==> config.mk <==
export PLATFORM = sky130hd
export DESIGN_NAME = cpu_alu
export DESIGN_NICKNAME = d
export VERILOG_FILES = /design/src/rtl/cpu_pkg.sv /design/src/rtl/cpu_alu.sv
export SDC_FILE = /design/constraint.sdc
export NUM_CORES = 1
export LEC_CHECK = 0
export BUFFER_PORTS_ARGS = -buffer_cell sky130_fd_sc_hd__buf_2
export CELL_PAD_IN_SITES_DETAIL_PLACEMENT = 0
export CELL_PAD_IN_SITES_GLOBAL_PLACEMENT = 1
export CORE_MARGIN = 5
export CORE_UTILIZATION = 37
export DETAILED_ROUTE_END_ITERATION = 10
export PLACE_DENSITY_LB_ADDON = 0.1
export SYNTH_ARGS = -nofsm -noshare
export SYNTH_HDL_FRONTEND = slang
export SYNTH_SLANG_ARGS = --single-unit
==> constraint.sdc <==
create_clock -name vclk -period 3.4
set_clock_uncertainty 0.2 [all_clocks]
set_input_delay 0 -clock vclk [all_inputs]
set_output_delay 0 -clock vclk [all_outputs]
set_load 0.03 [all_outputs]
==> src/rtl/cpu_pkg.sv <==
package cpu_pkg;

  // ----------------------------------------------------------
  // Data path widths
  // ----------------------------------------------------------
  localparam int DATA_W = 8;
  localparam int ADDR_W = 16;

  // Host bus widths
  localparam int APB_AW = 17;
  localparam int APB_DW = 32;

  // ----------------------------------------------------------
  // Opcodes
  // ----------------------------------------------------------
  localparam logic [7:0] ADC_ABS = 8'h6D;
  localparam logic [7:0] AND_ABS = 8'h2D;
  localparam logic [7:0] ASL_ABS = 8'h0E;
  localparam logic [7:0] LDA_ABS = 8'hAD;
  localparam logic [7:0] STA_ABS = 8'h8D;
  localparam logic [7:0] JMP_ABS = 8'h4C;
  localparam logic [7:0] NOP     = 8'hEA;

  // Opcode fields for group one instructions
  localparam logic [2:0] MODE_ABS = 3'b011;
  localparam logic [1:0] CC_GRP1  = ADC_ABS[1:0];
  localparam logic [2:0] AAA_ADC  = ADC_ABS[7:5];
  localparam logic [2:0] AAA_AND  = AND_ABS[7:5];
  localparam logic [2:0] AAA_LDA  = LDA_ABS[7:5];
  localparam logic [2:0] AAA_STA  = STA_ABS[7:5];

  // ALU operations
  typedef enum logic [2:0] {
    ALU_ADD  = 3'd0,
    ALU_AND  = 3'd1,
    ALU_SL   = 3'd2,
    ALU_PASS = 3'd3
  } alu_op_t;

  // Bit positions in P
  localparam int FLAG_C      = 0;
  localparam int FLAG_Z      = 1;
  localparam int FLAG_UNUSED = 5;
  localparam int FLAG_V      = 6;
  localparam int FLAG_N      = 7;

  // Reset vector location
  localparam logic [ADDR_W-1:0] RESET_VEC_LO = 16'hFFFC;
  localparam logic [ADDR_W-1:0] RESET_VEC_HI = 16'hFFFD;

  // ----------------------------------------------------------
  // Host address map
  // ----------------------------------------------------------
  localparam logic [APB_AW-1:0] APB_RAM_BASE  = 17'h0_0000;
  localparam logic [APB_AW-1:0] APB_CTRL_ADDR = 17'h1_0000;
  localparam logic [APB_AW-1:0] APB_STAT_ADDR = 17'h1_0004;

  // One-hot state indices of the core
  localparam int S_RESET    = 0;
  localparam int S_VECTOR_1 = 1;
  localparam int S_VECTOR_2 = 2;
  localparam int S_FETCH    = 3;
  localparam int S_DECODE   = 4;
  localparam int S_ABS_1    = 5;
  localparam int S_ABS_2    = 6;
  localparam int S_ABS_3    = 7;
  localparam int S_ABS_4    = 8;
  localparam int S_HALT     = 9;
  localparam int NUM_STATES = 10;

  // 6502 opcode layout aaabbbcc
  typedef struct packed {
    logic [2:0] aaa;
    logic [2:0] bbb;
    logic [1:0] cc;
  } opcode_fields_t;

  // Same byte seen whole or split into fields
  typedef union packed {
    logic [7:0]     raw;
    opcode_fields_t f;
  } opcode_u;

endpackage

==> src/rtl/cpu_alu.sv <==
`timescale 1ns/1ps

module cpu_alu import cpu_pkg::*; (
  input  alu_op_t           op,
  input  logic [DATA_W-1:0] a,
  input  logic [DATA_W-1:0] b,
  input  logic              cin,
  output logic [DATA_W-1:0] y,
  output logic [DATA_W-1:0] flags
);

  // Sum with room for the carry out
  logic [DATA_W:0] sum;
  logic            carry;
  logic            ovf;

  // ----------------------------------------------------------
  // Result
  // ----------------------------------------------------------
  always_comb begin
    sum = {1'b0, a} + {1'b0, b} + {{DATA_W{1'b0}}, cin};
    carry = 1'b0;
    ovf = 1'b0;
    case (op)
      ALU_ADD: begin
        y = sum[DATA_W-1:0];
        carry = sum[DATA_W];
        // Signed overflow when like signs give an unlike sign
        ovf = (a[DATA_W-1] == b[DATA_W-1]) && (y[DATA_W-1] != a[DATA_W-1]);
      end
      ALU_AND: begin
        y = a & b;
      end
      ALU_SL: begin
        // Old bit 7 goes to carry
        y = {a[DATA_W-2:0], 1'b0};
        carry = a[DATA_W-1];
      end
      ALU_PASS: begin
        y = b;
      end
      default: begin
        y = b;
      end
    endcase
  end

  // ----------------------------------------------------------
  // Flags at their P positions
  // ----------------------------------------------------------
  always_comb begin
    flags = '0;
    flags[FLAG_N] = y[DATA_W-1];
    flags[FLAG_Z] = (y == '0);
    flags[FLAG_V] = ovf;
    flags[FLAG_C] = carry;
  end

endmodule

======== Word level (Yosys, flattened, before mapping) ========
Cells that the tools add are included.
cells by class
  reduce and logical (&&, ||, !) cells .... 3
  multiply operators ...................... 0
  order comparisons ....................... 0
  multiplexer cells ....................... 3
  add/subtract/negate cells ............... 2
  shifts and indexed selects .............. 0
  equality and inequality tests ........... 4
  bitwise operators ....................... 1
  divide/modulo/power cells ............... 0
operators with widths
  cell                count
  $pmux 8 s3          1
  $add 8x8->9         1
  $add 9x1->9         1
  $and 8x8->8         1
  $logic_not 8->1     1
  $eq 3x1->1 const B  1
  $eq 3x2->1 const B  1
  $logic_not 3->1     1
  $pmux 1 s2          1
  $eq 1x1->1          1
  $logic_and 1x1->1   1
  $mux 1              1
  $ne 1x1->1          1
word-level totals
  output and inout port bits .............. 16
  memories ................................ 0
  bits in writable memories ............... 0
  bits in latches ......................... 0
  bits in read-only memories .............. 0
  bits in registers ....................... 0
  word-level logic and storage cells ...... 13

======== Longest topological paths before layout ========
Gate-level depths: netlist of run 1.
  depth in word-level cells ............... 5
  gate-level depth with buffers ........... 10

======== Least setup slack after synthesis of run 1 ========
Ideal clock, no wire load.
  path kind ............................... input to output
  start ................................... in a[0]
  end ..................................... out flags[1]
  path slack .............................. 0.978 ns
  stages on the path ...................... 9
  data arrival time ....................... 2.222 ns
  required time ........................... 3.200 ns
  buffers on the path ..................... 0
  cell sequence ........................... fa_1 > inv_1 > fa_1 > nand2b_1 > a21oi_2 > nor3_1 > a31oi_1 > o211ai_1 > nor4_2
between the ends
  word-level cells in the longest chain between the ends .. 4
  elaborated cells on any way between the ends .. 5
ends and longest elaborated chain
  item             RTL line       RTL
  start, declared  cpu_alu.sv:5   input logic [DATA_W-1:0] a,
  $add 8x8->9      cpu_alu.sv:21  sum = {1'b0, a} + {1'b0, b} + {{DATA_W{1'b0}}, cin};
  $add 9x1->9      cpu_alu.sv:21
  $pmux 8 s3       cpu_alu.sv:24  case (op)
  net y[6]         cpu_alu.sv:8   output logic [DATA_W-1:0] y,
  $logic_not 8->1  cpu_alu.sv:54  flags[FLAG_Z] = (y == '0);
  end, declared    cpu_alu.sv:9   output logic [DATA_W-1:0] flags
The timed path passes the listed nets, and every way through them passes these cells.

======== Worst setup path after layout of run 1 ========
  start ................................... in b[0]
  end ..................................... out flags[1]
between the ends
  word-level cells in the longest chain between the ends .. 4
  elaborated cells on any way between the ends .. 5
ends and longest elaborated chain
  item                 RTL line       RTL
  start, declared      cpu_alu.sv:6   input logic [DATA_W-1:0] b,
  $add 8x8->9          cpu_alu.sv:21
  $add 9x1->9          cpu_alu.sv:21
  $pmux 8 s3 (*)       cpu_alu.sv:24
  $logic_not 8->1 (*)  cpu_alu.sv:54
Mark *: on every way between the ends. The rest lies on a longest branch, timed or not.

==> flow_summary.yaml, run 1 <==
run_status:
  status: "complete, no violations"
layout:
  n_clock_buffer: 0
  nFlopsAndLatches: 0
  antenna_cells: 0
  fin_nets: 173
  fin_area_um2: 938.4
  seq_area_um2: 0
  fill_cells: 245
  drive_gt1_share_pct: 30.50
  area_delta_synth_final_pct: 13.29
  layoutNonFillerInstCount: 169
timing:
  rsz0062_at_grt: "no"
  setup_viol: 0
  finalCritPeriodShare_pct: 68.17
  fin_hold_ws_ps: 226.7
  fmax_mhz: 431.4
  min_period_ps: 2318
  setup_tns_ps: 0
  final_max_slew_viol_count: 0
  hold_viol: 0
logic_synthesis:
  yosysTopAreaCell: "ha_1"
  avgSynthCellArea_um2: 7.019
  yosysUniqueCellTypes: 43
  synth_area_um2: 828.3
  yosysSeqAreaShare_pct: 0
  syn_inst: 118
  synth_top_area_share_pct: 12.08
  ys_warn_count: 0
  synthTopCellsByArea: "ha_1, a21oi_1, buf_4, nor2_1, fa_1"
worst_setup_path:
  path_cells: "buf_2, fa_1, inv_1, fa_1, nand2b_1, a21oi_2, nor3_1, a31oi_1, o211ai_1, nor4_2, buf_2"
  cp_num_buf_inv: 3
  critical-path-max-stage-delay_ps: 410
  cp-start-kind: "input pin"
  crit_family: "adder cells"
  worstPathMaxFanout: 4
  crit_path_top_delay_cell: "fa_1"
  cp-end-kind: "output port"
  cp.required_ps: 3200
  critPathKind: "input pin to output port"
  arrival_ps: 2120
grt:
  grt_pass1_wl_um: 3974
  grt_max_degree: 27
  overflow: 0
  grtUsageTotal_pct: 14.31
  antenna_found_initial: 0
  grt_pass1_vias: 887
clock_network:
  ctsResizeCount: 0
  hold_buffers: 0
  post-cts-setup-buffer-count: 0
pwr:
  vdd_ir_drop_max_uv: 85.71
  p_clk_share_pct: 0
  p_per_area_nw_per_um2: 188.3
  switching_share_pct: 64.36
  internal_power_uw: 62.97
  p_leak_nw: 0.4391
  power_frac_seq_pct: 0
  p_sw_uw: 113.7
  power_frac_comb_pct: 100.0
die:
  core_area_um2: 2170
  start_util_pct: 38.18
  floorplan.die_area_um2: 3285
  rows: 17
  chipWidth_um: 57.32
  die_h_um: 57.32
  num_io_pins: 36
detailed_routing:
  drtIter0Drc: 24
  wl_per_cell_um: 14.28
  viasPerCell: 5.615
  num_vias: 949
  drt_first_pass_iters: 4
  drt-total-wl_um: 2413
  ant_nets: 0
  drc: 0
placed_design:
  place_congestion: 0.8471
  dp.cells: 169
  placed_area_um2: 938.4
  io_buffers: 32
  dp_hpwl_um: 2020
run:
  maxCapViolCount: 0
min_path:
  hold_class: "input pin to output port"
worst paths after layout:
check  endpoint  slack, ps  from  cells past startpoint
min        y[4]        230  b[4]                      4
max    flags[1]       1080  b[0]                     11
metal layers:
metal	wire, um	track usage (%)
met1	1095	19.57
met5	0	0
met3	133	1.131
met2	1154	24.96
met4	30	1.987
through the flow:
stage | setup WS [ps] | power [mW] | utilization (%)
final | 1082 | 0.1767 | 43.25
after global routing | 928.2 | 0.1951 | 43.25
after CTS | 1073 | 0.1770 | 43.25
after detailed placement | 1073 | 0.1762 | 43.25
after global placement | 1119 | 0.1745 | 43.25
after floorplan | 978.5 | 0.1377 | -
cell usage in the layout, fill, tap and decap left out, drive strengths merged, types with 2 or more instances in the layout:
master	instances
nor4	3
nand2b	2
a22oi	2
xor2	2
ha	8
conb	4
a31oi	2
a32o	2
nor2	14
a22o	2
buf	32
nand2	10
o311a	2
inv	7
o211ai	3
or3	2
a21oi	16
fa	2
nor3	3
o21ai	10
synth_stat cells (2+ instances only):
master	number
inv_1	7
nand2_1	9
ha_1	8
a32o_1	2
o21ai_1	3
nor2_1	13
a21oi_1	14
xor2_1	2
o311a_1	2
nand2b_1	2
nor4_1	2
buf_4	7
nor3_2	2
a22oi_1	2
o21ai_0	7
buf_6	3
a21oi_2	2
buf_2	2
o211ai_1	2
a31oi_1	2
fa_1	2
a22o_1	2
kinds of logic (layout without fill, tap and decap cells):
| group | after synthesis | after routing | synth area share [%] |
|---|---|---|---|
| compound gates | 46 | 46 | 37.61 |
| buf+inv | 20 | 40 | 16.92 |
| other cells | 1 | 4 | 0.4527 |
| simple gates | 39 | 39 | 25.98 |
| fa+ha+maj | 10 | 10 | 16.92 |
| xor+xnor | 2 | 2 | 2.115 |
area by class of cell:
| type | instances | area (um2) | share of cell area [%] |
|---|---|---|---|
| Multi-Input combinational cell | 101 | 699.4 | 74.53 |
| Timing Repair Buffer | 32 | 160.2 | 17.07 |
| Inverter | 8 | 43.79 | 4.667 |
| Tap cell | 28 | 35.03 | 3.733 |
power by group through the flow:
stage               sequential [mW]  combinational [mW]  clock, mW
finish                            0               0.177          0
global route                      0               0.195          0
CTS                               0               0.177          0
detailed placement                0               0.176          0
global placement                  0               0.174          0
floorplan                         0               0.138          0
No activity file was read; power rests on OpenSTA's default activity.
==> run 2: changes to the inputs <==
--- a/config.mk
+++ b/config.mk
@@ -8,8 +8,9 @@
 export BUFFER_PORTS_ARGS = -buffer_cell sky130_fd_sc_hd__buf_2
 export CELL_PAD_IN_SITES_DETAIL_PLACEMENT = 0
 export CELL_PAD_IN_SITES_GLOBAL_PLACEMENT = 1
+export CORE_ASPECT_RATIO = 1.75
 export CORE_MARGIN = 5
-export CORE_UTILIZATION = 37
+export CORE_UTILIZATION = 35
 export DETAILED_ROUTE_END_ITERATION = 10
 export PLACE_DENSITY_LB_ADDON = 0.1
 export SYNTH_ARGS = -nofsm -noshare
==> constraint.sdc (replaced) <==
create_clock -name vclk -period 2.2
set_clock_uncertainty 0.2 [all_clocks]
set_input_delay 0 -clock vclk [all_inputs]
set_output_delay 0 -clock vclk [all_outputs]
set_load 0.03 [all_outputs]
==> flow_summary.yaml, run 2 (synthesis results as in run 1) <==
run_status:
  status: "complete, but fails checks"
  violations: "setup timing"
die:
  floorplan.die_area_um2: 3478
  num_io_pins: 36
  chipWidth_um: 46.78
  die_h_um: 74.36
  core_area_um2: 2273
  start_util_pct: 36.43
  rows: 23
layout:
  fin_nets: 186
  nFlopsAndLatches: 0
  antenna_cells: 0
  area_delta_synth_final_pct: 37.31
  layout_common_cells: "buf_2, a21oi_1, nor2_1, buf_4, nand2_1"
  n_clock_buffer: 0
  seq_area_um2: 0
  drive_gt1_share_pct: 42.21
  fin_area_um2: 1137
  final_common_cell: "buf_2"
  layoutNonFillerInstCount: 179
pwr:
  power_frac_comb_pct: 100.0
  p_per_area_nw_per_um2: 297.4
  switching_share_pct: 59.71
  p_sw_uw: 202.0
  p_clk_share_pct: 0
  p_leak_nw: 0.5247
  vdd_ir_drop_max_uv: 121.6
  power_frac_seq_pct: 0
  internal_power_uw: 136.3
worst_setup_path:
  path_cells: "buf_6, fa_2, buf_6, a211oi_4, buf_4, o21bai_1, a21oi_1, xor2_1, o21ai_2, nor4_4, buf_6"
  cp-start-kind: "input pin"
  cp-end-kind: "output port"
  arrival_ps: 2010
  critical-path-max-stage-delay_ps: 400
  cp_num_buf_inv: 4
  critPathKind: "input pin to output port"
  cp_common_cell: "buf_6"
  crit_family: "compound AO/OA/AOI/OAI gates"
  cp.required_ps: 2000
  worstPathMaxFanout: 3
  crit_path_top_delay_cell: "fa_2"
min_path:
  min_path_cells: 4
  hold_class: "input pin to output port"
  whs_endpoint: "flags[6]"
  hold_path.startpoint: "a[7]"
grt:
  grt_pass1_vias: 981
  grt_pass1_wl_um: 4395
  overflow: 0
  grt_max_degree: 21
  antenna_found_initial: 0
  grtUsageTotal_pct: 16.46
timing:
  relSlewSlack_pct: 61.08
  min_period_ps: 2213
  finalCritPeriodShare_pct: 100.6
  rsz0062_at_grt: "yes"
  fmax_mhz: 451.8
  setup_viol: 1
  setup_tns_ps: -13.28
  final_max_slew_viol_count: 0
  hold_viol: 0
  worstMarginPinSlew_ps: 577.7
  fin_ws_ps: -13.28
placed_design:
  placed_area_um2: 1039
  dp.cells: 177
  place_congestion: 0.8440
  dp_hpwl_um: 2279
  io_buffers: 32
detailed_routing:
  num_vias: 1016
  drt_first_pass_iters: 6
  drtIter0Drc: 17
  wl_per_cell_um: 15.34
  viasPerCell: 5.676
  drc: 0
  drt-total-wl_um: 2746
  ant_nets: 0
clock_network:
  hold_buffers: 0
run:
  maxCapViolCount: 0
run 2: cell count changes in the layout (fill, tap and decap cells not counted), sizes merged:
cell,before,now
buf,32,45
run 2: area by class of cell:
| type | instances | area (um2) |
|---|---|---|
| Fill cell | 242 | 1136 |
| Multi-Input combinational cell | 101 | 773.2 |
| Timing Repair Buffer | 45 | 289.0 |
| Inverter | 8 | 43.79 |
| Tap cell | 25 | 31.28 |
run 2: stage by stage:
step           setup slack [ps]  hold slack [ps]  utilization (%)  total power [mW]
2_1_floorplan            -35.75            25.60                -            0.2187
3_3_place_gp             -70.26            239.8            45.68            0.3018
3_5_place_dp             -156.8            259.0            45.68            0.3044
4_1_cts                  -27.53            250.6            47.99            0.3231
5_1_grt                  -98.73            291.3            50.03            0.3671
6_report                 -13.28            264.6            50.03            0.3382
run 2: repair_timing:
action	in CTS	in global routing
endpoints found under the setup margin	2	4
buffers inserted	2	0
hold endpoints to repair	0	0
pin swaps	8	12
gates resized for setup	8	11
run 2: worst max-delay path by stage:
stage / from / end / slack [ps] / cells after the start
final: cin / flags[1] / -10 / 11
after CTS: cin / flags[1] / -30 / 11
after global placement: a[0] / flags[1] / -70 / 10
after floorplan: a[0] / flags[1] / -40 / 8
after global routing: cin / flags[1] / -100 / 11
after detailed placement: a[0] / flags[1] / -160 / 10
run 2: power groups by stage:
stage	clock network [mW]	registers (mW)	logic [mW]
after global placement	0	0	0.302
after CTS	0	0	0.323
after detailed placement	0	0	0.304
after global routing	0	0	0.367
after floorplan	0	0	0.219
final	0	0	0.338
run 2: routing by layer:
metal  track usage [%]  share of wire (%)  up-vias
li1                  -                  -      500
met1             19.51                 38      474
met2             29.65                 53       34
met3            0.9685                5.0        8
met4             5.846                3.4        0
met5                 0                  0        -
