<file path="config.mk">
export PLATFORM = sky130hd
export DESIGN_NAME = apb_host_port
export DESIGN_NICKNAME = d
export VERILOG_FILES = /design/src/rtl/cpu_pkg.sv /design/src/rtl/apb_host_port.sv
export SDC_FILE = /design/constraint.sdc
export NUM_CORES = 1
export LEC_CHECK = 0
export BUFFER_PORTS_ARGS = -buffer_cell sky130_fd_sc_hd__buf_2
export CORE_AREA = 2 2 56 53
export CTS_CLUSTER_SIZE = 28
export DETAILED_ROUTE_END_ITERATION = 10
export DIE_AREA = 0 0 58 55
export PLACE_DENSITY_LB_ADDON = 0.15
export REMOVE_ABC_BUFFERS = 1
export SYNTH_ARGS = -nofsm -noshare
export SYNTH_HDL_FRONTEND = slang
export SYNTH_SLANG_ARGS = --single-unit
</file>
<file path="constraint.sdc">
create_clock -name clk -period 1.8 [get_ports clk]
set_input_delay 0.09 -clock clk [delete_from_list [all_inputs] [get_ports clk]]
set_output_delay 0.09 -clock clk [all_outputs]
set_load 0.01 [all_outputs]
</file>
<file path="src/rtl/cpu_pkg.sv">
package cpu_pkg;

  // ----------------------------------------------------------
  // Data path widths
  // ----------------------------------------------------------
  localparam int DATA_W = 8;
  localparam int ADDR_W = 16;

  // Host bus widths
  localparam int APB_AW = 17;
  localparam int APB_DW = 32;

  // ----------------------------------------------------------
  // Opcodes
  // ----------------------------------------------------------
  localparam logic [7:0] ADC_ABS = 8'h6D;
  localparam logic [7:0] AND_ABS = 8'h2D;
  localparam logic [7:0] ASL_ABS = 8'h0E;
  localparam logic [7:0] LDA_ABS = 8'hAD;
  localparam logic [7:0] STA_ABS = 8'h8D;
  localparam logic [7:0] JMP_ABS = 8'h4C;
  localparam logic [7:0] NOP     = 8'hEA;

  // Opcode fields for group one instructions
  localparam logic [2:0] MODE_ABS = 3'b011;
  localparam logic [1:0] CC_GRP1  = ADC_ABS[1:0];
  localparam logic [2:0] AAA_ADC  = ADC_ABS[7:5];
  localparam logic [2:0] AAA_AND  = AND_ABS[7:5];
  localparam logic [2:0] AAA_LDA  = LDA_ABS[7:5];
  localparam logic [2:0] AAA_STA  = STA_ABS[7:5];

  // ALU operations
  typedef enum logic [2:0] {
    ALU_ADD  = 3'd0,
    ALU_AND  = 3'd1,
    ALU_SL   = 3'd2,
    ALU_PASS = 3'd3
  } alu_op_t;

  // Bit positions in P
  localparam int FLAG_C      = 0;
  localparam int FLAG_Z      = 1;
  localparam int FLAG_UNUSED = 5;
  localparam int FLAG_V      = 6;
  localparam int FLAG_N      = 7;

  // Reset vector location
  localparam logic [ADDR_W-1:0] RESET_VEC_LO = 16'hFFFC;
  localparam logic [ADDR_W-1:0] RESET_VEC_HI = 16'hFFFD;

  // ----------------------------------------------------------
  // Host address map
  // ----------------------------------------------------------
  localparam logic [APB_AW-1:0] APB_RAM_BASE  = 17'h0_0000;
  localparam logic [APB_AW-1:0] APB_CTRL_ADDR = 17'h1_0000;
  localparam logic [APB_AW-1:0] APB_STAT_ADDR = 17'h1_0004;

  // One-hot state indices of the core
  localparam int S_RESET    = 0;
  localparam int S_VECTOR_1 = 1;
  localparam int S_VECTOR_2 = 2;
  localparam int S_FETCH    = 3;
  localparam int S_DECODE   = 4;
  localparam int S_ABS_1    = 5;
  localparam int S_ABS_2    = 6;
  localparam int S_ABS_3    = 7;
  localparam int S_ABS_4    = 8;
  localparam int S_HALT     = 9;
  localparam int NUM_STATES = 10;

  // 6502 opcode layout aaabbbcc
  typedef struct packed {
    logic [2:0] aaa;
    logic [2:0] bbb;
    logic [1:0] cc;
  } opcode_fields_t;

  // Same byte seen whole or split into fields
  typedef union packed {
    logic [7:0]     raw;
    opcode_fields_t f;
  } opcode_u;

endpackage

</file>
<file path="src/rtl/apb_host_port.sv">
`timescale 1ns/1ps

module apb_host_port import cpu_pkg::*; (
  input  logic              clk,
  input  logic              resetn,
  input  logic [APB_AW-1:0] paddr,
  input  logic              psel,
  input  logic              penable,
  input  logic              pwrite,
  input  logic [APB_DW-1:0] pwdata,
  output logic [APB_DW-1:0] prdata,
  output logic              pready,
  output logic              pslverr,
  output logic              run,
  input  logic [DATA_W-1:0] acc,
  input  logic [DATA_W-1:0] status,
  input  logic              halted,
  output logic [ADDR_W-1:0] ram_addr,
  output logic [DATA_W-1:0] ram_wdata,
  output logic              ram_we,
  input  logic [DATA_W-1:0] ram_rdata
);

  // ----------------------------------------------------------
  // Address decode
  // ----------------------------------------------------------
  logic access;
  logic ram_sel;
  logic ctrl_sel;
  logic stat_sel;
  logic bad_addr;

  // Access phase of an APB transfer
  assign access   = psel & penable;
  // Bit 16 clear is RAM
  assign ram_sel  = (paddr[APB_AW-1] == APB_RAM_BASE[APB_AW-1]);
  // Registers decoded on word boundaries
  assign ctrl_sel = (paddr[APB_AW-1:2] == APB_CTRL_ADDR[APB_AW-1:2]);
  assign stat_sel = (paddr[APB_AW-1:2] == APB_STAT_ADDR[APB_AW-1:2]);
  assign bad_addr = !ram_sel && !ctrl_sel && !stat_sel;

  // RAM host port
  assign ram_addr  = paddr[ADDR_W-1:0];
  assign ram_wdata = pwdata[DATA_W-1:0];
  assign ram_we    = access && pwrite && ram_sel;

  // Run control
  always_ff @(posedge clk) begin
    if (!resetn) begin
      run <= 1'b0;
    end else if (access && pwrite && ctrl_sel) begin
      run <= pwdata[0];
    end
  end

  // Read mux, STAT is halted, A, P from the top down
  always_comb begin
    prdata = '0;
    if (ram_sel) begin
      prdata[DATA_W-1:0] = ram_rdata;
    end else if (ctrl_sel) begin
      prdata[0] = run;
    end else if (stat_sel) begin
      prdata[2*DATA_W:0] = {halted, acc, status};
    end
  end

  // No wait states
  assign pready  = 1'b1;
  assign pslverr = access && (bad_addr || (stat_sel && pwrite));

endmodule

</file>
* Word-level counts from Yosys, hierarchy flattened
Index checks and enable logic that the tools add are counted.
** Storage, ports and cells
- Logic and storage cells :: 20
- Output and inout bits :: 60
- Input bits :: 79
- Bits in registers :: 1
** Cells by class
- Equal/unequal tests :: 2
- Reduce and logical (&&, ||, !) cells :: 10
- Bitwise operators :: 2
- Mux-type cells :: 5
** Operators by type and width (number)
- $eq A15 B15 Y1 const B :: 2
- $mux W17 :: 1
- $mux W16 :: 1
- $mux W9 :: 1
- $mux W8 :: 1
- $logic_and A1 B1 Y1 :: 7
- $logic_not A1 Y1 :: 2
- $and A1 B1 Y1 :: 1
- $logic_or A1 B1 Y1 :: 1
- $mux W1 :: 1
- $not A1 Y1 :: 1

* Logic depth before layout (Yosys ltp)
Gate-level depths: netlist (run 1).
- Word-level depth :: 6
- Depth in mapped cells :: 5
- Mapped depth without buffers :: 4

* Worst setup path after synthesis (run 1)
OpenSTA, ideal clock, no wires.
- Kind :: in2out
- Start :: in paddr[15]
- End :: out prdata[10]
- Arrival :: 1.011 ns
- Slack :: 0.699 ns
- Stages on the path :: 5
- Path buffers :: 1
- Required time :: 1.710 ns
- Cells stage by stage :: nor4b_4 > nand4_4 > nor2_4 > buf_6 > and2_1
** On the way
- Word-level cells in the longest chain between the ends :: 4
- Elaborated cells between the ends (all ways) :: 5
- Those cells by class :: 2 x eq/ne; 3 x mux
** RTL lines
- start, declared :: RTL line apb_host_port.sv:6 : input logic [APB_AW-1:0] paddr,
- $eq A15 B15 Y1 :: RTL line apb_host_port.sv:39 : assign stat_sel = (paddr[APB_AW-1:2] == APB_STAT_ADDR[APB_AW-1:2]);
- $mux W17 :: RTL line apb_host_port.sv:63 : end else if (stat_sel) begin
- $mux W16 (*) :: RTL line apb_host_port.sv:61 : end else if (ctrl_sel) begin
- $mux W9 (*) :: RTL line apb_host_port.sv:59 : if (ram_sel) begin
- end, declared :: RTL line apb_host_port.sv:11 : output logic [APB_DW-1:0] prdata,
Every way passes the cells marked *; elsewhere a longest branch is shown, timed or not.

* Final worst setup path (run 1)
- Start :: in paddr[3]
- End :: out prdata[4]
** On the way
- Word-level cells in the longest chain between the ends :: 4
- Elaborated cells between the ends (all ways) :: 5
- Those cells by class :: 2 x eq/ne; 3 x mux
** RTL lines (RTL line)
- $eq A15 B15 Y1 :: apb_host_port.sv:39
- $mux W17 :: apb_host_port.sv:63
- $mux W16 (*) :: apb_host_port.sv:61
- $mux W8 (*) :: apb_host_port.sv:59
Marks and branches as above.

==> impl_results.md, run 1 <==
* Max reg flops at 1
* Worst R2R Setup Slack at 1.18 ns
* Top-count cell post-synth: buf_4
* Reg2Reg Depth at 2
* Row cnt at 18
* Synth Area in XOR/XNOR at 0%
* Initial Utilization at 24.1%
* Via count at 651
* Hold_ws at 0.180 ns
* Port bufs at 80
* Placed cell area at 808 µm²
* FMAX at 702 MHz
* Reg-to-reg critical path endpoint: run
* Clk pwr share at 0%
* Setup slack after layout at 0.376 ns
* Max-Cap Viols at 0
* Ys Warns at 0
* Final setup TNS at 0 ns
* VDD IR max at 0.0000958 V
* Post-Synth Simple-Gate Area at 28.6%
* Clock Latency Late Sink at 0 ns
* Fin nets at 212
* Synth Flop Type: dfxtp_1
* Routed WL at 2150 µm
* # fillers at 296
* Top post-synthesis cells by count: buf_4 (40), and2_1 (9), a22o_1 (7)
* Initial DRC Count at 8
* GR Util All Layers at 11.5%
* Cells on Worst Hold Path at 0
* Crit path launch: paddr[3]
* IO Count at 139
* #FFs+latches synth at 1
* Multi-input gate area at 343 µm²
* Power Dens Cells at 205 mW/mm²
* Unrepaired setup endpoints after global routing: false
* Synth Area in Compound Gates at 14.7%
* Int Pwr at 89.3 µW
* Post-CTS Setup Bufs at 0
* Reg area at 20.0 µm²
* Crit Path Category: primary input to output port
* Sequential share of the synthesized area at 3.18%
* Hold crit path type: primary input to output port
* Area contributors post-synth: buf_4 (48%), a22o_1 (9.7%), and2_1 (8.9%)
* Critical Path End: prdata[4]
* Max Slew Vio Count at 0
* Worst EP required at 1.71 ns
* Sw Share at 46.2%
* EDFF count, synth at 0
* Chip height at 55 µm
* Final Cell Area at 808 µm²
* Worst R2R Start: run
* Number of global-route vias before repair at 501
* # hold bufs at CTS at 0
* Full die area at 0.00319 mm²
* Die W at 58 µm
* Fin. Hold Viols at 0
* Critical Path AT at 1.33 ns
* Top reg by flops: run
* Post-cts repair resize count at 0
* Synth cell types at 19
* First-pass GRT wire length at 2730 µm
* Largest family of logic cells by synthesized area: buffers and inverters
* Fin crit period at 1.42 ns
* Worst setup SP type: primary input
* ANT cells at 0
* Psw at 76.6 µW
* Post-synthesis cell area at 629 µm²
* Antenna Nets Post-Route at 0
* Synth top area share at 47.7%
* Lkg Pwr at 0.511 nW
* First-pass detailed-route iteration total at 2
* Post-synthesis mux area share at 1.59%
* Area share of fa/ha/maj cells after synthesis at 0%
* Initial antenna violation count at 0
* Layout cell share with drive strength beyond 1 at 64.9%
* CP endpoint kind: output port
* Post-synthesis instance total at 78
* Post-synth ARST share at 0%
* Clock skew at 0 ns
* Synthesized area per cell at 8.07 µm²
* CP max FO at 16
* # setup viols final at 0
* Yosys top cell by area: buf_4
* Share of power burned in registers at 13.6%
* Comb power frac at 86.4%
* Largest net degree at the start of global routing at 17
* Outcome: finished, final reports clean
* WL per Instance at 13.4 µm
* GP Congestion at 0.654
* Largest registers: run x1
* DR DRC count at 0
* Final Cycle Share at 79.1%
* Layout Utilization at 30.9%
* Vias per cell at 4.04
* Core area at 0.00261 mm²
* GRT overflow at 0
* Dpl ws at 0.343 ns
* Synthesis-to-layout area growth at 28.4%
-- cell families after synthesis --
group | Yosys count
compound gates | 11
flops | 1
other cells | 2
buf+inv | 43
mux | 1
simple gates | 20
-- routing by layer --
layer  part of all wire, %  track usage (%)  routed length [µm]
met5                     0                0                   0
met4                     0                0                   0
met3                    19             8.60                 405
met2                    49             20.3                1050
met1                    32             11.8                 692
-- cell usage in the layout, fill, tap and decap left out, types with 2 or more instances in the layout --
cell type / Yosys / layout
a22o_1: 7 / 7
nor2_1: 3 / 3
conb_1: 2 / 16
nand3_1: 2 / 2
inv_1: 2 / 2
and2_1: 9 / 9
buf_2: 0 / 80
nor4_4: 2 / 2
-- layout make-up --
class | count | share of cell area, %
Tap cell | 30 | 4.64
Sequential cell | 1 | 2.48
Inverter | 2 | 0.929
Timing Repair Buffer | 80 | 49.5
Multi-Input combinational cell | 48 | 42.4
-- power groups by stage --
stage	Combinational (mW)	Clock [mW]	Sequential, mW
finish	0.143	0	0.0226
global route	0.157	0	0.0226
CTS	0.145	0	0.0226
detailed placement	0.144	0	0.0226
global placement	0.142	0	0.0226
floorplan	0.0433	0	0.0226
-- per-stage QoR --
stage / cells / power [mW]
floorplan: 51 / 0.0659
global placement: 161 / 0.165
detailed placement: 161 / 0.167
CTS: 161 / 0.167
global route: 161 / 0.180
finish: 161 / 0.166
-- how the worst min path moves through the flow --
stage | from | to
floorplan | paddr[0] | ram_addr[0]
global placement | pwdata[7] | ram_wdata[7]
detailed placement | pwdata[7] | ram_wdata[7]
CTS | pwdata[7] | ram_wdata[7]
global route | pwdata[7] | ram_wdata[7]
finish | pwdata[7] | ram_wdata[7]
-- critical path: stages --
cell and delay (ns):
buf_2 0.12, nor4_4 0.33, nand4_4 0.19, nor2_4 0.29, a22o_1 0.18, buf_2 0.12
Power figures use the tool's default switching activity.
==> run 2, diff against run 1 <==
--- a/config.mk
+++ b/config.mk
@@ -6,10 +6,10 @@
 export NUM_CORES = 1
 export LEC_CHECK = 0
 export BUFFER_PORTS_ARGS = -buffer_cell sky130_fd_sc_hd__buf_2
-export CORE_AREA = 2 2 56 53
+export CORE_AREA = 2 2 61 57
 export CTS_CLUSTER_SIZE = 28
 export DETAILED_ROUTE_END_ITERATION = 10
-export DIE_AREA = 0 0 58 55
+export DIE_AREA = 0 0 63 59
 export PLACE_DENSITY_LB_ADDON = 0.15
 export REMOVE_ABC_BUFFERS = 1
 export SYNTH_ARGS = -nofsm -noshare
==> constraint.sdc (replaced) <==
create_clock -name clk -period 1.2 [get_ports clk]
set_input_delay 0.06 -clock clk [delete_from_list [all_inputs] [get_ports clk]]
set_output_delay 0.06 -clock clk [all_outputs]
set_load 0.01 [all_outputs]
==> run 2 against run 1 <==
Net effect: the run now ends with negative setup slack left; sequential power is 50% higher; combinational power grew 65%; cell count up 12%; clock skew unchanged; critical path depth increased by 1; setup slack got worse by 0.41 ns; die area is 17% higher; routed wire length grew 4.0%; sequential share of layout area is 0.33 points lower; hold slack worse by 0.060 ns; critical path type unchanged; critical endpoint is now prdata[1].
==> impl_results.md, run 2 (synthesized netlist as in run 1, its figures left out) <==
* Worst R2R Start: run (unchanged)
* Unrepaired setup endpoints after global routing: true (was false)
* Layout cell share with drive strength beyond 1 at 68.1% (was 64.9%)
* GP Congestion at 0.682 (was 0.654)
* Cells on Worst Hold Path at 0 (unchanged)
* Final Cell Area at 935 µm² (was 808 µm²)
* Max Slew Vio Count at 0 (unchanged)
* Max-Cap Viols at 0 (unchanged)
* Die W at 63 µm (was 58 µm)
* Worst Path Buf+Inv at 3 (was 2)
* Largest registers: run x1 (unchanged)
* First-pass GRT wire length at 3250 µm (was 2730 µm)
* Worst R2R Setup Slack at 0.56 ns (was 1.18 ns)
* GR Util met2 at 19.1% (was 20.3%)
* HPWL after DPL at 2060 µm
* WL per Instance at 12.4 µm (was 13.4 µm)
* Worst setup SP type: primary input (unchanged)
* Commonest non-fill, non-tap cell in the layout: buf_2 (unchanged)
* Endpoint of the worst hold path: ram_wdata[4] (was ram_wdata[7])
* Via count at 653 (was 651)
* ANT cells at 0 (unchanged)
* Row cnt at 19 (was 18)
* # hold bufs at CTS at 0 (unchanged)
* Number of global-route vias before repair at 616 (was 501)
* Crit Path Category: primary input to output port (unchanged)
* Top reg by flops: run (unchanged)
* Fin nets at 219 (was 212)
* Fin. Hold Viols at 0 (unchanged)
* DR DRC count at 0 (unchanged)
* Crit-path slowest cell: nor4b_4 (was nor4_4)
* Cell family with most CP delay: simple AND/OR/NAND/NOR gates (unchanged)
* Routed WL at 2240 µm (was 2150 µm)
* Failing checks: negative setup slack
* Initial Utilization at 20.8% (was 24.1%)
* Full die area at 0.00372 mm² (was 0.00319 mm²)
* Reg-to-reg critical path endpoint: run (unchanged)
* VDD IR max at 0.000119 V (was 0.0000958 V)
* Crit path largest cell delay at 0.31 ns (was 0.33 ns)
* Max reg flops at 1 (unchanged)
* GR Util All Layers at 11.3% (was 11.5%)
* Worst EP required at 1.14 ns (was 1.71 ns)
* Most frequent cells in the layout: buf_2 (75), conb_1 (16), and2_1 (9) (was buf_2 (80), conb_1 (16), and2_1 (9))
* Clock skew at 0 ns (unchanged)
* Core area at 0.00302 mm² (was 0.00261 mm²)
* Fin crit period at 1.23 ns
* Power Dens Cells at 289 mW/mm² (was 205 mW/mm²)
* Chip height at 59 µm (was 55 µm)
* CP endpoint kind: output port (unchanged)
* GRT overflow at 0 (unchanged)
* CP max FO at 16 (unchanged)
* Critical Path AT at 1.17 ns (was 1.33 ns)
* Lkg Pwr at 0.559 nW (was 0.511 nW)
* Initial antenna violation count at 0 (unchanged)
* FMAX at 813 MHz
* Antenna Nets Post-Route at 0 (unchanged)
* Synthesis-to-layout area growth at 48.5% (was 28.4%)
* Port bufs at 80 (unchanged)
* Outcome: complete, but fails checks (was finished, final reports clean)
* Reg2Reg Depth at 2 (unchanged)
* CP Cell Sequence: buf_6 -> nor4b_4 -> nand4_4 -> nor2_4 -> buf_12 -> a22o_1 -> buf_2 (was buf_2 -> nor4_4 -> nand4_4 -> nor2_4 -> a22o_1 -> buf_2)
* Hold crit path type: primary input to output port (unchanged)
* Routing usage on met1 at 11.3% (was 11.8%)
* # fillers at 338 (was 296)
* Largest net degree at the start of global routing at 17 (unchanged)
* Placed cell area at 881 µm² (was 808 µm²)
* M3 GR Usage at 9.89% (was 8.60%)
* Final Cycle Share at 103%
* IO Count at 139 (unchanged)
* Vias per cell at 3.63 (was 4.04)
* Setup slack after layout at -0.0300 ns (was 0.376 ns)
* Initial DRC Count at 10 (was 8)
* First-pass detailed-route iteration total at 2 (unchanged)
* Layout Utilization at 31.0% (was 30.9%)
* Clock Latency Late Sink at 0 ns (about the same)
* # setup viols final at 16 (was 0)
* GRT busiest layer: met2 (unchanged)
* Worst Hold Launch: pwdata[4] (was pwdata[7])
[run 2: repair_timing]
action / CTS / global route
setup buffers: 1 / 0
pin swaps: 1 / 1
setup endpoints to repair: 17 / 19
resized for setup: 4 / 5
[run 2: final cells by class]
class | count | area, µm² | share of cell area, %
inverter | 2 | 7.51 | 0.803
multi-input combinational | 48 | 354 | 37.9
sequential | 1 | 20.0 | 2.14
tap | 42 | 52.6 | 5.62
timing repair buffer | 87 | 500 | 53.5
[run 2: worst reg2reg max path: cells and delay by family, from the launching register on]
kind / cells / cell delay (ns)
AO/OA/AOI/OAI: 2 / 0.19
flip-flops: 1 / 0.35
[run 2: how the worst max path moves through the flow]
| stage | start | to | slack, ns | depth (start not counted) |
|---|---|---|---|---|
| 2_1_floorplan | paddr[15] | run | 0.18 | 4 |
| 3_3_place_gp | paddr[15] | prdata[2] | -0.05 | 7 |
| 3_5_place_dp | paddr[15] | prdata[6] | -0.06 | 7 |
| 4_1_cts | paddr[13] | prdata[6] | -0.04 | 7 |
| 5_1_grt | paddr[11] | prdata[2] | -0.13 | 7 |
| 6_report | paddr[15] | prdata[1] | -0.03 | 7 |
[run 2: layer usage]
layer	vias to the layer above	wire, µm
met2	55	1090
met1	271	655
li1	327	-
met3	0	490
met5	-	0
met4	0	0
[run 2: report_power, final]
group	switching, mW	internal (mW)	total (mW)	leakage (nW)
Sequential	0.000000138	0.0339	0.0339	0.00805
Clock	0	0	0	0
Combinational	0.117	0.119	0.236	0.551
[run 2: stage by stage]
stage          hold WS [ns]  setup WS, ns  cells  total power [mW]  TNS (ns)
2_1_floorplan         0.120         0.179     51            0.0989         0
3_3_place_gp          0.120       -0.0526    179             0.258    -0.786
3_5_place_dp          0.120       -0.0630    179             0.258    -0.924
4_1_cts               0.120       -0.0409    180             0.267    -0.560
5_1_grt               0.120        -0.128    180             0.293     -1.99
6_report              0.120       -0.0300    180             0.270    -0.362
==> run 3, diff against run 2 <==
--- a/config.mk
+++ b/config.mk
@@ -5,11 +5,11 @@
 export SDC_FILE = /design/constraint.sdc
 export NUM_CORES = 1
 export LEC_CHECK = 0
+export ABC_AREA = 1
 export BUFFER_PORTS_ARGS = -buffer_cell sky130_fd_sc_hd__buf_2
-export CORE_AREA = 2 2 61 57
-export CTS_CLUSTER_SIZE = 28
+export CORE_AREA = 2 2 62 58
 export DETAILED_ROUTE_END_ITERATION = 10
-export DIE_AREA = 0 0 63 59
+export DIE_AREA = 0 0 64 60
 export PLACE_DENSITY_LB_ADDON = 0.15
 export REMOVE_ABC_BUFFERS = 1
 export SYNTH_ARGS = -nofsm -noshare
==> run 3 against run 2 <==
Net effect: the flow now finishes without violations; die area rose by 3.3%; first-iteration DRC count fell by 40%; register-to-register slack improved by 0.03 ns; setup slack improved by 0.21 ns; hold slack barely moved.
==> impl_results.md, run 3 <==
* Outcome: finished, final reports clean (was complete, but fails checks)
* Port bufs at 80 (unchanged)
* Crit-path slowest cell: buf_2 (was nor4b_4)
* GRT overflow at 0 (unchanged)
* Chip height at 60 µm (was 59 µm)
* Top post-synthesis cells by count: buf_4 (40), nand2_1 (23), nor2_1 (19) (was buf_4 (40), and2_1 (9), a22o_1 (7))
* Crit path largest cell delay at 0.14 ns (was 0.31 ns)
* Die W at 64 µm (was 63 µm)
* Cell family with most CP delay: simple AND/OR/NAND/NOR gates (unchanged)
* Max reg flops at 1 (unchanged)
* Max-Cap Viols at 0 (unchanged)
* Fin nets at 255 (was 219)
* Antenna Nets Post-Route at 0 (unchanged)
* Full die area at 0.00384 mm² (was 0.00372 mm²)
* Critical Path AT at 0.96 ns (was 1.17 ns)
* Post-synthesis instance total at 118 (was 78)
* Hold crit path type: primary input to output port (unchanged)
* Comb power frac at 86.0% (was 87.4%)
* Final Cell Area at 897 µm² (was 935 µm²)
* Crit Path Category: primary input to output port (unchanged)
* Synth top area share at 44.6% (was 47.7%)
* Final Cycle Share at 84.9% (was 103%)
* GR Util All Layers at 8.86% (was 11.3%)
* First-pass detailed-route iteration total at 4 (was 2)
* Worst Path Buf+Inv at 2 (was 3)
* # setup viols final at 0 (was 16)
* First-pass GRT wire length at 2750 µm (was 3250 µm)
* Clk pwr share at 0% (about the same)
* Max Slew Vio Count at 0 (unchanged)
* Clock Latency Late Sink at 0 ns (about the same)
* Worst EP required at 1.14 ns (about the same)
* Lkg Pwr at 0.611 nW (was 0.559 nW)
* Yosys top cell by area: buf_4 (unchanged)
* ANT cells at 0 (unchanged)
* CP endpoint kind: output port (unchanged)
* Sw Share at 46.8% (was 43.2%)
* Final setup TNS at 0 ns (was -0.362 ns)
* Unrepaired setup endpoints after global routing: false (was true)
* Placed cell area at 892 µm² (was 881 µm²)
* Synthesized area per cell at 5.70 µm² (was 8.07 µm²)
* WL per Instance at 9.21 µm (was 12.4 µm)
* Power Dens Cells at 270 mW/mm² (was 289 mW/mm²)
* CP max FO at 10 (was 16)
* Fin crit period at 1.02 ns (was 1.23 ns)
* Post-synth ARST share at 0% (unchanged)
* FMAX at 981 MHz (was 813 MHz)
* VDD IR max at 0.000127 V (was 0.000119 V)
* Post-CTS Setup Bufs at 0 (was 1)
* IO Count at 139 (unchanged)
* Psw at 114 µW (was 117 µW)
* Synthesis-to-layout area growth at 33.3% (was 48.5%)
* Top reg by flops: run (unchanged)
* Initial Utilization at 20.9% (was 20.8%)
* #FFs+latches synth at 1 (unchanged)
* Worst setup SP type: primary input (unchanged)
* Routed WL at 2010 µm (was 2240 µm)
* Fin. Hold Viols at 0 (unchanged)
* Commonest non-fill, non-tap cell in the layout: buf_2 (unchanged)
* Ys Warns at 0 (unchanged)
* Clock skew at 0 ns (unchanged)
* Post-synthesis cell area at 673 µm² (was 629 µm²)
* Initial DRC Count at 6 (was 10)
* Synth Flop Type: dfxtp_1 (unchanged)
* Most frequent CP cell: buf_2
* HPWL after DPL at 1850 µm (was 2060 µm)
* Core area at 0.00323 mm² (was 0.00302 mm²)
* Synth cell types at 14 (was 19)
* Share of power burned in registers at 14.0% (was 12.6%)
* Most frequent cells in the layout: buf_2 (80), nand2_1 (23), nor2_1 (19) (was buf_2 (75), conb_1 (16), and2_1 (9))
* Largest registers: run x1 (unchanged)
* Top-count cell post-synth: buf_4 (unchanged)
* Initial antenna violation count at 0 (unchanged)
* Worst R2R Setup Slack at 0.59 ns (was 0.56 ns)
* Vias per cell at 3.56 (was 3.63)
* Sequential share of the synthesized area at 2.97% (was 3.18%)
* Power Total at 243 µW (was 270 µW)
* Number of global-route vias before repair at 592 (was 616)
* Int Pwr at 129 µW (was 153 µW)
* Via count at 775 (was 653)
* GP Congestion at 0.700 (was 0.682)
* Row cnt at 20 (was 19)
* EDFF count, synth at 0 (unchanged)
* Largest net degree at the start of global routing at 11 (was 17)
* Layout cell share with drive strength beyond 1 at 51.7% (was 68.1%)
* CP Cell Sequence: buf_2 -> nor2_2 -> nand3_1 -> nor2_4 -> nand2_2 -> nor2_1 -> nor3_1 -> buf_2 (was buf_6 -> nor4b_4 -> nand4_4 -> nor2_4 -> buf_12 -> a22o_1 -> buf_2)
* Area contributors post-synth: buf_4 (45%), nand2_1 (13%), nor2_1 (11%) (was buf_4 (48%), a22o_1 (9.7%), and2_1 (8.9%))
* DR DRC count at 0 (unchanged)
## run 3: cells by family (layout without fill, tap and decap cells)
logic type	after synthesis	in the layout	synth area share [%]
buffers and inverters	54	96	53.5
other	2	16	1.12
AND/OR/NAND/NOR	60	60	41.3
flip-flops	1	1	2.97
AO/OA/AOI/OAI	1	1	1.12
## run 3: final cells by class
cell class	instances	area (µm²)
fill	391	2330
inverter	13	48.8
multi-input combinational	77	350
sequential	1	20.0
tap	44	55.1
timing repair buffer	83	423
## run 3: final timing paths
check | start | endpoint | cells after the start
setup / recovery | paddr[5] | pslverr | 8
hold / removal | pwdata[7] | ram_wdata[7] | 0
setup reg to reg | run | run | 4
hold reg to reg | run | run | 4
## run 3: repair_timing
action                                  CTS  global route
resized for setup                         0             1
hold buffers                              0             0
endpoints found under the setup margin    0             2
## run 3: through the flow
step	hold WS, ns	setup slack, ns	utilization, %	std cells
final	0.120	0.181	27.8	218
after global routing	0.120	0.0494	27.8	218
after CTS	0.120	0.0896	27.6	218
after detailed placement	0.120	0.0922	27.6	218
after global placement	0.120	0.115	27.6	218
after floorplan	0.120	0.226	-	91
## run 3: power by group through the flow
stage | Sequential, mW | Combinational, mW | Clock [mW]
3_3_place_gp | 0.0339 | 0.207 | 0
3_5_place_dp | 0.0339 | 0.209 | 0
5_1_grt | 0.0339 | 0.234 | 0
6_report | 0.0339 | 0.209 | 0
4_1_cts | 0.0339 | 0.210 | 0
2_1_floorplan | 0.0339 | 0.0698 | 0
## run 3: per-layer routing
layer	global-route usage, %	up-vias	share of wire, %
met1	9.92	308	33
met4	0	0	0
li1	-	408	-
met2	14.7	59	46
met5	0	-	0
met3	6.21	0	21
